--- src/rtl/icache_settings.svh ---
`ifndef ICACHE_SETTINGS_SVH
`define ICACHE_SETTINGS_SVH

// byte address and data word widths
`define ICACHE_ADDR_W 32
`define ICACHE_WORD_W 32

// 8 KB direct mapped, 64 byte lines
// address splits as tag | index | offset
`define ICACHE_OFFSET_W 6
`define ICACHE_INDEX_W 7
`define ICACHE_TAG_W 19

// 16 words per line, one beat per word
`define ICACHE_LINE_WORDS 16
`define ICACHE_WORD_SEL_W 4

// memory side length code, beats minus one
`define ICACHE_BURST_LEN_W 8

// top nibble of the uncached region
// reads there bypass the arrays
`define ICACHE_UNCACHE_CODE 4'hA

`endif

--- src/rtl/icache_pkg.sv ---
`include "icache_settings.svh"

package icache_pkg;

  // byte address as seen by requester and memory
  typedef logic [`ICACHE_ADDR_W-1:0] addr_t;

  // instruction or memory data word
  typedef logic [`ICACHE_WORD_W-1:0] word_t;

  // line tag and line index
  typedef logic [`ICACHE_TAG_W-1:0] tag_t;
  typedef logic [`ICACHE_INDEX_W-1:0] index_t;

  // word within a line, doubles as refill beat number
  typedef logic [`ICACHE_WORD_SEL_W-1:0] word_sel_t;

  // burst length code on the memory side
  typedef logic [`ICACHE_BURST_LEN_W-1:0] burst_len_t;

  // controller states
  typedef enum logic [1:0] {
    FETCH_IDLE     = 2'd0,
    FETCH_LOOKUP   = 2'd1,
    FETCH_REFILL   = 2'd2,
    FETCH_UNCACHED = 2'd3
  } fetch_state_t;

endpackage

--- src/rtl/icache_tag_store.sv ---
`timescale 1ns/100ps
`include "icache_settings.svh"

module icache_tag_store
  import icache_pkg::*;
(
  input  logic   clk,
  input  logic   rst,
  // line selected by the captured address
  input  index_t index_i,
  input  tag_t   tag_i,
  // set tag and valid after a completed refill
  input  logic   wr_i,
  // valid entry with matching tag
  output logic   hit_o
);

  localparam int LINES = 1 << `ICACHE_INDEX_W;

  // one tag per line
  tag_t tag_mem [LINES];

  // valid bits are control state, cleared on reset
  logic [LINES-1:0] valid_q;

  // tag array, written once per refill
  always_ff @(posedge clk) begin
    if (wr_i) begin
      tag_mem[index_i] <= tag_i;
    end
  end

  // valid bits
  always_ff @(posedge clk) begin
    if (rst) begin
      valid_q <= '0;
    end else if (wr_i) begin
      valid_q[index_i] <= 1'b1;
    end
  end

  // compare on stored contents only
  // a write in this cycle shows up next cycle
  assign hit_o = valid_q[index_i] && (tag_mem[index_i] == tag_i);

  // controller raises the tag write for exactly one cycle per refill
  a_tag_wr_pulse : assert property (
    @(posedge clk) disable iff (rst)
    wr_i |=> !wr_i
  );

endmodule

--- config.mk ---
export PLATFORM = sky130hd
export DESIGN_NAME = icache_tag_store
export DESIGN_NICKNAME = d
export VERILOG_FILES = /design/src/rtl/icache_pkg.sv /design/src/rtl/icache_tag_store.sv
export VERILOG_INCLUDE_DIRS = /design/src /design/src/rtl
export SDC_FILE = /design/constraint.sdc
export NUM_CORES = 2
export LEC_CHECK = 0
export BUFFER_PORTS_ARGS = -buffer_cell sky130_fd_sc_hd__buf_2
export CELL_PAD_IN_SITES_DETAIL_PLACEMENT = 0
export CELL_PAD_IN_SITES_GLOBAL_PLACEMENT = 1
export CORE_MARGIN = 2
export CORE_UTILIZATION = 40
export CTS_CLUSTER_DIAMETER = 50
export CTS_CLUSTER_SIZE = 25
export DETAILED_ROUTE_END_ITERATION = 16
export PLACE_DENSITY_LB_ADDON = 0.1
export REMOVE_ABC_BUFFERS = 1
export SLEW_MARGIN = 20
export SYNTH_ARGS = -nofsm -noshare
export SYNTH_HDL_FRONTEND = slang
export SYNTH_SLANG_ARGS = --single-unit
--- constraint.sdc ---
create_clock -name clk -period 5.59 [get_ports clk]
set_clock_uncertainty 0.05 [all_clocks]
set_input_delay 0.2795 -clock clk [delete_from_list [all_inputs] [get_ports clk]]
set_output_delay 0.2795 -clock clk [all_outputs]
set_load 0.01 [all_outputs]
==> impl_metrics.csv <==
group,metric,value,unit
outcome,status,"complete, but fails checks",
outcome,violations,"negative setup slack",
layout,fin_nets,6012,
cts,cts.path.max_buffers,4,
place,place_ws,-849,ps
global_routing,grt-ovfl-total,0,
layout,final_common_cell,"edfxtp_1",
synth,avgSynthCellArea,17.9,um2
global_routing,grtUsageTotal,28.9,%
power,power_leakage,37.9,nW
layout,fillers,21100,
cts,cts_sinks,2560,
critical_path,startpoint_type,"input port",
global_routing,antenna_found_initial,24,
cts,cts_setup_buffers,0,
global_routing,grt_start_max_net_pins,85,
synth,synth_cells,5539,
sta,holdWs,113,ps
detailed_routing,ant_nets,0,
layout,mostFrequentLayoutCells,"edfxtp_1 (2432), buf_4 (432), mux2i_1 (402), nor2_1 (380), clkbuf_16 (301)",
layout,layout-drive-gt1-share,24.1,%
sta,hold_violations,0,
detailed_routing,drtIter0Drc,7758,
detailed_routing,viasPerCell,6.16,
cts,cts_buffers,291,
die,start_util,40.3,%
power,power.density,373,nW/um2
synth,synth_area,99400,um2
synth,ys_seq_area_share,76.1,%
critical_path,r2r-start,"valid_q[68]",
min_path,whs_path_depth,2,
layout,final_core_util,47.2,%
sta,finalSetupTns,-34.8,ps
die,die_width,502,um
place,io_buffers,29,
synth,async_flop_share,0,%
critical_path,path_depth,15,
place,dp.cells,8985,
synth,ys_warn_count,0,
critical_path,cp_max_fo,30,
critical_path,crit_family,"simple AND/OR/NAND/NOR gates",
sta,rsz0062_at_grt,"no",
critical_path,crit_start,"index_i[0]",
power,vdd_drop_max,250,uV
global_routing,grt_pass1_vias,56100,
detailed_routing,dr_total_vias,58700,
place,gp_congestion,0.883,
synth,synth_edf_count,2432,
critical_path,arrival,5300,ps
synth,synth_cell_type_count,86,
synth,ys.flop_type,"edfxtp_1",
flow_run,maxCapViolations,0,
cts,h-tree-depth,5,
sta,period_share,101,%
critical_path,critPathRequiredTime,5260,ps
die,core-area,246000,um2
sta,worstMarginPinSlew,1320,ps
critical_path,r2r_cells,2,
detailed_routing,wire_per_inst,38.6,um
detailed_routing,drc_errors,0,
critical_path,r2r_slack,4900,ps
cts,cts_tree,"done",
die,dieArea,252000,um2
sta,period_minus_slack,5620,ps
die,num_rows,182,
sta,slew_violations,0,
sta,setup_ws,-34.8,ps
layout,area_growth,17.1,%
critical_path,crit_path_end,"hit_o",
layout,stdcell_count,9520,
cts,clk_latency,950,ps
critical_path,end_kind,"output port",
place,place_hpwl,223000,um
global_routing,grt_pass1_wl,496000,um
critical_path,worst-path-buf-inv,5,
cts,clk_pin_slew_worst_paths,70,ps
die,ios,30,
critical_path,crit_chain,"buf_8 > buf_12 > buf_12 > mux2i_1 > nor2_1 > a21oi_1 > o221ai_1 > nand4_1 > a211o_1 > nand4_1 > o21ai_0 > or4_1 > nor4b_4 > buf_4 > buf_2",
critical_path,rr_endpoint,"valid_q[68]",
min_path,hold_path.class,"in2reg",
die,die_h,502,um
critical_path,cp_slowest_cell,"nor2_1",
critical_path,crit_type,"in2out",
critical_path,crit_path_max_incr_delay,650,ps
sta,fmax,178,MHz
sta,max_slew_margin,11.6,%
sta,setup_violations,1,
detailed_routing,routed_wirelength,368000,um
synth,synth-seq-cells,2560,
cts,root_buffer,"clkbuf_16",
detailed_routing,firstDrtPassIters,8,
-- cell type report --
type / count / area (um2) / share of cell area (%)
Antenna cell: 8 / 20.0 / 0.0172
Clock buffer: 330 / 7700 / 6.62
Clock inverter: 180 / 2150 / 1.84
Inverter: 10 / 47.5 / 0.0409
Multi-Input combinational cell: 2608 / 22100 / 19.0
Sequential cell: 2560 / 75600 / 65.0
Tap cell: 3312 / 4140 / 3.56
Timing Repair Buffer: 512 / 4570 / 3.93
-- Yosys cell counts (16+ instances only) --
master	instances	area, um2
a221o_1	47	470
mux2i_1	402	4020
o22ai_1	42	263
buf_2	113	566
a2111oi_0	24	210
a22oi_1	88	661
mux2_2	113	1270
nand3_1	37	185
a211oi_1	51	383
a31oi_1	16	100
a221oi_1	124	1090
edfxtp_1	2432	73000
a22o_1	43	377
nor3_1	32	160
o221ai_1	74	648
mux4_2	232	5230
a21oi_1	230	1150
nor2_1	507	1900
buf_6	43	484
o21ai_0	152	761
o211ai_1	37	278
dfxtp_1	128	2560
o2bb2ai_1	33	289
buf_4	35	263
clkbuf_1	127	477
nand2_1	126	473
buf_1	28	105
-- sequential cells by signal, indices dropped and copies added, names as in the netlist --
name and flops:
tag_mem 2432, valid_q 128
-- repair_timing --
action	CTS	global route
resized for setup	5	0
hold endpoints to repair	572	0
hold buffers	17	0
setup endpoints to repair	1	0
-- cells by family (layout without fill, tap and decap cells) --
logic type | count (synthesis) | after routing | share of synthesized area [%]
other | 0 | 8 | 0
and+or+nand+nor | 788 | 788 | 3.36
AOI/OAI and AO/OA | 1048 | 1048 | 7.50
buffers and inverters | 371 | 1032 | 2.17
DFF | 2560 | 2560 | 76.1
xor gates and xnor gates | 18 | 18 | 0.159
muxes | 754 | 754 | 10.7
-- stage by stage --
stage,power [mW],cell area (um2)
after floorplan,22.3,97300
after global placement,24.0,106000
after detailed placement,24.1,106000
after CTS,43.7,116000
after global routing,44.5,116000
final,43.4,116000
-- worst min path at each step --
stage	start	end	slack (ps)
after CTS	tag_i[3]	tag_mem[82][3]	80
after floorplan	rst	valid_q[0]	300
after detailed placement	valid_q[76]	valid_q[76]	400
after global routing	tag_i[3]	tag_mem[83][3]	90
final	tag_i[3]	tag_mem[72][3]	110
after global placement	valid_q[47]	valid_q[47]	390
-- report_power, final --
part / leakage, nW / switching (mW) / internal [mW] / total (mW)
combinational: 10.2 / 1.87 / 0.741 / 2.62
clock: 4.78 / 8.27 / 11.5 / 19.8
sequential: 22.9 / 0.0170 / 21.0 / 21.1
total: 37.9 / 10.2 / 33.3 / 43.4
-- metal layers --
layer  GRT usage, %  vias to the layer above  part of all wire (%)
li1               -                    23500                     -
met1           40.8                    31600                    42
met2           44.8                     2949                    46
met3           4.81                      659                   8.2
met4           11.2                        4                   4.4
met5              0                        -                0.0084
(Power assumes the default switching activity.)
