[src/rtl/icache_settings.svh]
`ifndef ICACHE_SETTINGS_SVH
`define ICACHE_SETTINGS_SVH

// byte address and data word widths
`define ICACHE_ADDR_W 32
`define ICACHE_WORD_W 32

// 8 KB direct mapped, 64 byte lines
// address splits as tag | index | offset
`define ICACHE_OFFSET_W 6
`define ICACHE_INDEX_W 7
`define ICACHE_TAG_W 19

// 16 words per line, one beat per word
`define ICACHE_LINE_WORDS 16
`define ICACHE_WORD_SEL_W 4

// memory side length code, beats minus one
`define ICACHE_BURST_LEN_W 8

// top nibble of the uncached region
// reads there bypass the arrays
`define ICACHE_UNCACHE_CODE 4'hA

`endif

[src/rtl/icache_pkg.sv]
`include "icache_settings.svh"

package icache_pkg;

  // byte address as seen by requester and memory
  typedef logic [`ICACHE_ADDR_W-1:0] addr_t;

  // instruction or memory data word
  typedef logic [`ICACHE_WORD_W-1:0] word_t;

  // line tag and line index
  typedef logic [`ICACHE_TAG_W-1:0] tag_t;
  typedef logic [`ICACHE_INDEX_W-1:0] index_t;

  // word within a line, doubles as refill beat number
  typedef logic [`ICACHE_WORD_SEL_W-1:0] word_sel_t;

  // burst length code on the memory side
  typedef logic [`ICACHE_BURST_LEN_W-1:0] burst_len_t;

  // controller states
  typedef enum logic [1:0] {
    FETCH_IDLE     = 2'd0,
    FETCH_LOOKUP   = 2'd1,
    FETCH_REFILL   = 2'd2,
    FETCH_UNCACHED = 2'd3
  } fetch_state_t;

endpackage

[src/rtl/icache_fetch_ctrl.sv]
`timescale 1ns/100ps
`include "icache_settings.svh"

module icache_fetch_ctrl
  import icache_pkg::*;
(
  input  logic       clk,
  input  logic       rst,
  // requester side
  input  addr_t      preif_raddr_i,
  input  logic       preif_raddr_valid_i,
  output word_t      if_rdata_o,
  output logic       if_rdata_valid_o,
  // memory side
  output addr_t      ram_raddr_o,
  output logic       ram_raddr_valid_o,
  output burst_len_t ram_rlen_o,
  input  logic       ram_rdata_ready_i,
  input  word_t      ram_rdata_i,
  // tag store
  output tag_t       tag_o,
  output index_t     index_o,
  output logic       tag_wr_o,
  input  logic       hit_i,
  // data store
  output word_sel_t  word_sel_o,
  output logic       data_wr_o,
  output word_sel_t  beat_o,
  output word_t      beat_data_o,
  input  word_t      rd_word_i
);

  localparam word_sel_t LAST_BEAT = word_sel_t'(`ICACHE_LINE_WORDS - 1);
  localparam burst_len_t LINE_LEN = burst_len_t'(`ICACHE_LINE_WORDS - 1);
  localparam burst_len_t SINGLE_LEN = '0;

  fetch_state_t state_q;

  // captured request address, held for the whole access
  addr_t addr_q;

  // refill beat counter
  word_sel_t beat_q;

  logic uncached;
  logic beat_acc;
  logic last_beat;

  // split of the captured address
  assign tag_o = addr_q[`ICACHE_ADDR_W-1 -: `ICACHE_TAG_W];
  assign index_o = addr_q[`ICACHE_OFFSET_W +: `ICACHE_INDEX_W];
  assign word_sel_o = addr_q[2 +: `ICACHE_WORD_SEL_W];

  // region check on the top nibble
  assign uncached = (addr_q[`ICACHE_ADDR_W-1 -: 4] == `ICACHE_UNCACHE_CODE);

  // beat taken at this edge
  assign beat_acc = ram_raddr_valid_o && ram_rdata_ready_i;
  assign last_beat = beat_acc && (beat_q == LAST_BEAT);

  // refill writes go straight from the memory bus to the array
  assign data_wr_o = (state_q == FETCH_REFILL) && beat_acc;
  assign beat_o = beat_q;
  assign beat_data_o = ram_rdata_i;

  // main sequencer
  always_ff @(posedge clk) begin
    if (rst) begin
      state_q <= FETCH_IDLE;
      if_rdata_valid_o <= 1'b0;
      ram_raddr_valid_o <= 1'b0;
      tag_wr_o <= 1'b0;
      beat_q <= '0;
    end else begin
      // single cycle strobes by default
      if_rdata_valid_o <= 1'b0;
      tag_wr_o <= 1'b0;
      case (state_q)
        FETCH_IDLE: begin
          // skip the pulse cycle, requester still shows the old address
          if (preif_raddr_valid_i && !if_rdata_valid_o) begin
            state_q <= FETCH_LOOKUP;
          end
        end
        FETCH_LOOKUP: begin
          if (uncached) begin
            // single beat, never allocated
            state_q <= FETCH_UNCACHED;
            ram_raddr_valid_o <= 1'b1;
          end else if (hit_i) begin
            // answer registered out of lookup
            state_q <= FETCH_IDLE;
            if_rdata_valid_o <= 1'b1;
          end else begin
            // whole line from its base
            state_q <= FETCH_REFILL;
            ram_raddr_valid_o <= 1'b1;
            beat_q <= '0;
          end
        end
        FETCH_REFILL: begin
          if (tag_wr_o) begin
            // tag now written, look up again and hit
            state_q <= FETCH_LOOKUP;
          end else if (last_beat) begin
            ram_raddr_valid_o <= 1'b0;
            tag_wr_o <= 1'b1;
          end else if (beat_acc) begin
            beat_q <= beat_q + 1'b1;
          end
        end
        FETCH_UNCACHED: begin
          if (beat_acc) begin
            // word goes out the cycle after its beat
            state_q <= FETCH_IDLE;
            ram_raddr_valid_o <= 1'b0;
            if_rdata_valid_o <= 1'b1;
          end
        end
        default: begin
          state_q <= FETCH_IDLE;
        end
      endcase
    end
  end

  // request address, loaded in idle only
  always_ff @(posedge clk) begin
    if (state_q == FETCH_IDLE && preif_raddr_valid_i) begin
      addr_q <= preif_raddr_i;
    end
  end

  // memory request payload, set when leaving lookup
  always_ff @(posedge clk) begin
    if (state_q == FETCH_LOOKUP) begin
      if (uncached) begin
        // aligned word address
        ram_raddr_o <= {addr_q[`ICACHE_ADDR_W-1:2], 2'b00};
        ram_rlen_o <= SINGLE_LEN;
      end else begin
        // line base
        ram_raddr_o <= {tag_o, index_o, {`ICACHE_OFFSET_W{1'b0}}};
        ram_rlen_o <= LINE_LEN;
      end
    end
  end

  // return word
  // hit takes the array word, uncached takes the beat
  always_ff @(posedge clk) begin
    if (state_q == FETCH_LOOKUP && hit_i && !uncached) begin
      if_rdata_o <= rd_word_i;
    end else if (state_q == FETCH_UNCACHED && beat_acc) begin
      if_rdata_o <= ram_rdata_i;
    end
  end

  // memory is only requested once lookup has decided
  a_no_req_idle_lookup : assert property (
    @(posedge clk) disable iff (rst)
    (state_q == FETCH_IDLE || state_q == FETCH_LOOKUP) |-> !ram_raddr_valid_o
  );

  // one answer per request, never a held valid
  a_rdata_valid_pulse : assert property (
    @(posedge clk) disable iff (rst)
    if_rdata_valid_o |=> !if_rdata_valid_o
  );

endmodule

[config.mk]
export PLATFORM = sky130hd
export DESIGN_NAME = icache_fetch_ctrl
export DESIGN_NICKNAME = d
export VERILOG_FILES = /design/src/rtl/icache_pkg.sv /design/src/rtl/icache_fetch_ctrl.sv
export VERILOG_INCLUDE_DIRS = /design/src /design/src/rtl
export SDC_FILE = /design/constraint.sdc
export NUM_CORES = 1
export LEC_CHECK = 0
export BUFFER_PORTS_ARGS = -buffer_cell sky130_fd_sc_hd__buf_2
export CORE_ASPECT_RATIO = 1.75
export CORE_UTILIZATION = 38
export DETAILED_ROUTE_END_ITERATION = 7
export PLACE_DENSITY_LB_ADDON = 0.2
export RECOVER_POWER = 100
export SETUP_SLACK_MARGIN = 0.4
export SLEW_MARGIN = 15
export SYNTH_ARGS = -nofsm -noshare
export SYNTH_HDL_FRONTEND = slang
export SYNTH_SLANG_ARGS = --single-unit
[constraint.sdc]
create_clock -name clk -period 4.7 [get_ports clk]
set_input_delay 0.94 -clock clk [delete_from_list [all_inputs] [get_ports clk]]
set_output_delay 0.94 -clock clk [all_outputs]
set_load 0.01 [all_outputs]
==> impl_metrics.csv <==
group,metric,value,unit
power_and_ir_drop,vdd_drop_max,0.237,mV
setup_path,crit_chain,"and4bb_1, inv_1, nand3_1, nand2_1, clkbuf_2",
global_routing,grt_overflow,0,
setup_path,worst-r2r-cell-count,5,
route,vias,2626,
yosys,synth_xor_area_share,0,%
sta,fin_crit_sh,69.7,%
sta,fmax,0.305,GHz
setup_path,path_buf_inv,2,
power_and_ir_drop,power.leakage,1.89,nW
yosys,seq_area_frac_synth,74.2,%
setup_path,critical_path_class,"reg2reg",
setup_path,crit_required,4660,ps
hold_path,hold_path_class,"reg2reg",
yosys,synth_flop_cell,"edfxtp_1",
yosys,yosys-top-cells-count,"edfxtp_1 (93), buf_4 (44), mux2_2 (33)",
yosys,ys_async_sr_fraction,0,%
yosys,synth_area,4010,um2
yosys,synth_compound_area_share,2.31,%
setup_path,worstSetupStartpoint,"addr_q[31]$_DFFE_PP_",
cts,ctsHtreeMaxLevel,3,
route,routed_wl,8.65,mm
hold_path,whs_path_depth,0,
cts,cts_tree,"done",
sta,fin_ws,1430,ps
global_routing,grt_max_degree,36,
sta,rsz0062_at_grt,"no",
hold_path,holdPathEnd,"ram_raddr_o[15]$_DFFE_PP_",
status,status,"finished, violations left",
yosys,synthAdderAreaFrac,0.312,%
setup_path,path_delay_family,"simple AND/OR/NAND/NOR gates",
yosys,synth_top_cell_by_area,"edfxtp_1",
placement,dp_worst_setup_slack,1930,ps
final_layout,area_growth,28.2,%
route,routedWlPerCell,15.1,um
route,ant_nets,0,
sta,finalHoldWorstSlack,450,ps
yosys,synth-simple-area-share,4.43,%
setup_path,cp_max_fo,35,
cts,clock-sinks,102,
yosys,netlist.area_leader.share,69.7,%
final_layout,antennaDiodeCount,0,
job,drv_cap,3,
setup_path,end_kind,"flop",
sta,fin_skew,7.98,ps
cts,hold_buffers,0,
final_layout,nets,543,
sta,setup_violations,0,
route,drt_iter0_drc,91,
setup_path,reg2reg_setup_slack,1430,ps
final_layout,multiInputGateArea,682,um2
global_routing,antenna_found_initial,1,
cts,root_buffer,"clkbuf_16",
yosys,synthCells,234,
placement,io_buffers,234,
global_routing,grt_pass1_wl,12.6,mm
die,start_util,39.2,%
final_layout,drive_gt1_share,32.7,%
power_and_ir_drop,p_total,0.00223,W
placement,gp_congestion,0.848,
sta,min_period,3270,ps
cts,clock_latency,340,ps
yosys,ys_warn_count,0,
setup_path,cpMaxStageDelayCell,"nand3_1",
yosys,ys_types,33,
global_routing,grt_pass1_vias,2521,
final_layout,fillCellCount,993,
route,drc_errors,0,
sta,fin_tns_setup,0,ps
status,violations,"capacitance limit, slew limit",
cts,clk_path_buf_depth,2,
hold_path,min_from,"addr_q[15]$_DFFE_PP_",
yosys,synth_top_family_by_area,"multiplexers",
setup_path,r2r_end,"if_rdata_o[16]$_DFFE_PP_",
power_and_ir_drop,powerDensity,434,nW/um2
route,firstDrtPassIters,3,
yosys,ys_ff_latch,102,
global_routing,grt_use_total,15.7,%
yosys,synth_area_leaders,"edfxtp_1 (70%), mux2_2 (9.3%), buf_4 (8.2%)",
die,coreArea,10200,um2
die,num_rows,49,
route,vias_per_cell,4.58,
sta,tightest_slew,1740,ps
yosys,postSynthAreaPerCell,17.1,um2
setup_path,start_kind,"flop",
cts,cts_resized,0,
yosys,muxShareOfSynthArea,9.52,%
cts,numCtsBuffers,9,
die,die_x,79.6,um
setup_path,timing.rr.start,"addr_q[31]$_DFFE_PP_",
die,die_y,138,um
sta,final_max_slew_viol_count,101,
die,ios,243,
setup_path,slowest_delay,1070,ps
die,die_area,11000,um2
yosys,synth_edf_count,93,
placement,hpwl,6.61,mm
sta,maxSlewHeadroom,-16.2,%
final_layout,regArea,2970,um2
yosys,synth.most_common_cell,"edfxtp_1",
cts,post_cts_buffers,0,
sta,hold_viol_final,0,
cts,path_clk_slew,70,ps
setup_path,worstPathArrival,3240,ps
## flip-flops by register name, indices dropped and copies added, names as in the netlist
signal,cells
ram_raddr_valid_o,1
if_rdata_o,32
ram_rlen_o,1
addr_q,30
state_q,2
ram_raddr_o,30
beat_o,4
tag_wr_o,1
if_rdata_valid_o,1
## stage by stage
stage,util (%),cells,area [um2]
2_1_floorplan,-,239,4030
3_3_place_gp,49.3,557,5050
3_5_place_dp,49.3,557,5050
4_1_cts,52.2,573,5340
5_1_grt,50.2,573,5140
6_report,50.2,573,5140
## how the worst max path moves through the flow
stage | slack (ps) | cells after the start | to
after floorplan | 940 | 5 | if_rdata_o[0]$_DFFE_PP_
after global placement | 1960 | 4 | if_rdata_o[25]$_DFFE_PP_
after detailed placement | 1930 | 4 | if_rdata_o[24]$_DFFE_PP_
after CTS | 2160 | 5 | if_rdata_o[16]$_DFFE_PP_
after global routing | 1080 | 5 | if_rdata_o[16]$_DFFE_PP_
final | 1430 | 5 | if_rdata_o[16]$_DFFE_PP_
## worst reg2reg max path, cell delays in order (launching register included)
cell and delay (ps):
edfxtp_1 420, and4bb_1 270, inv_1 120, nand3_1 1070, nand2_1 300, clkbuf_2 700
## power breakdown
part,switching [W],internal (W)
combinational,0.000211,0.000123
clock,0.000320,0.000396
sequential,0.0000433,0.00114
total,0.000574,0.00166
## cell families (layout without fill, tap and decap cells)
family,count (synthesis),in the layout
multiplexers,34,34
AO/OA/AOI/OAI,15,15
buffers and inverters,52,259
adder cells (fa/ha/maj),1,1
flip-flops,102,102
AND/OR/NAND/NOR,29,29
other,1,6
## layout by cell type, fill, tap and decap left out, drive strengths merged, types with 2 or more instances in the layout
master    count
nor2          2
inv           8
clkbuf      152
nand3         3
conb          6
mux2         33
clkinvlp      2
and2          4
a21oi         5
o21ai         4
nand2         9
buf          96
nor2b         2
edfxtp       93
dfxtp         9
## layout make-up
cell class | instances | share of cell area [%]
tap | 127 | 3.09
multi-input combinational | 85 | 13.3
inverter | 6 | 0.438
clock inverter | 5 | 0.779
sequential | 102 | 57.8
timing repair buffer | 237 | 19.7
clock buffer | 11 | 4.94
## per-layer routing
layer	part of all wire, %	vias to the layer above	GRT usage (%)	wire, um
met1	34	1213	15.1	2970
met4	1.3	0	5.45	109
met2	54	170	29.8	4690
met5	0	-	0	0
li1	-	1236	-	-
met3	10	7	5.66	882
(Power assumes the default switching activity.)
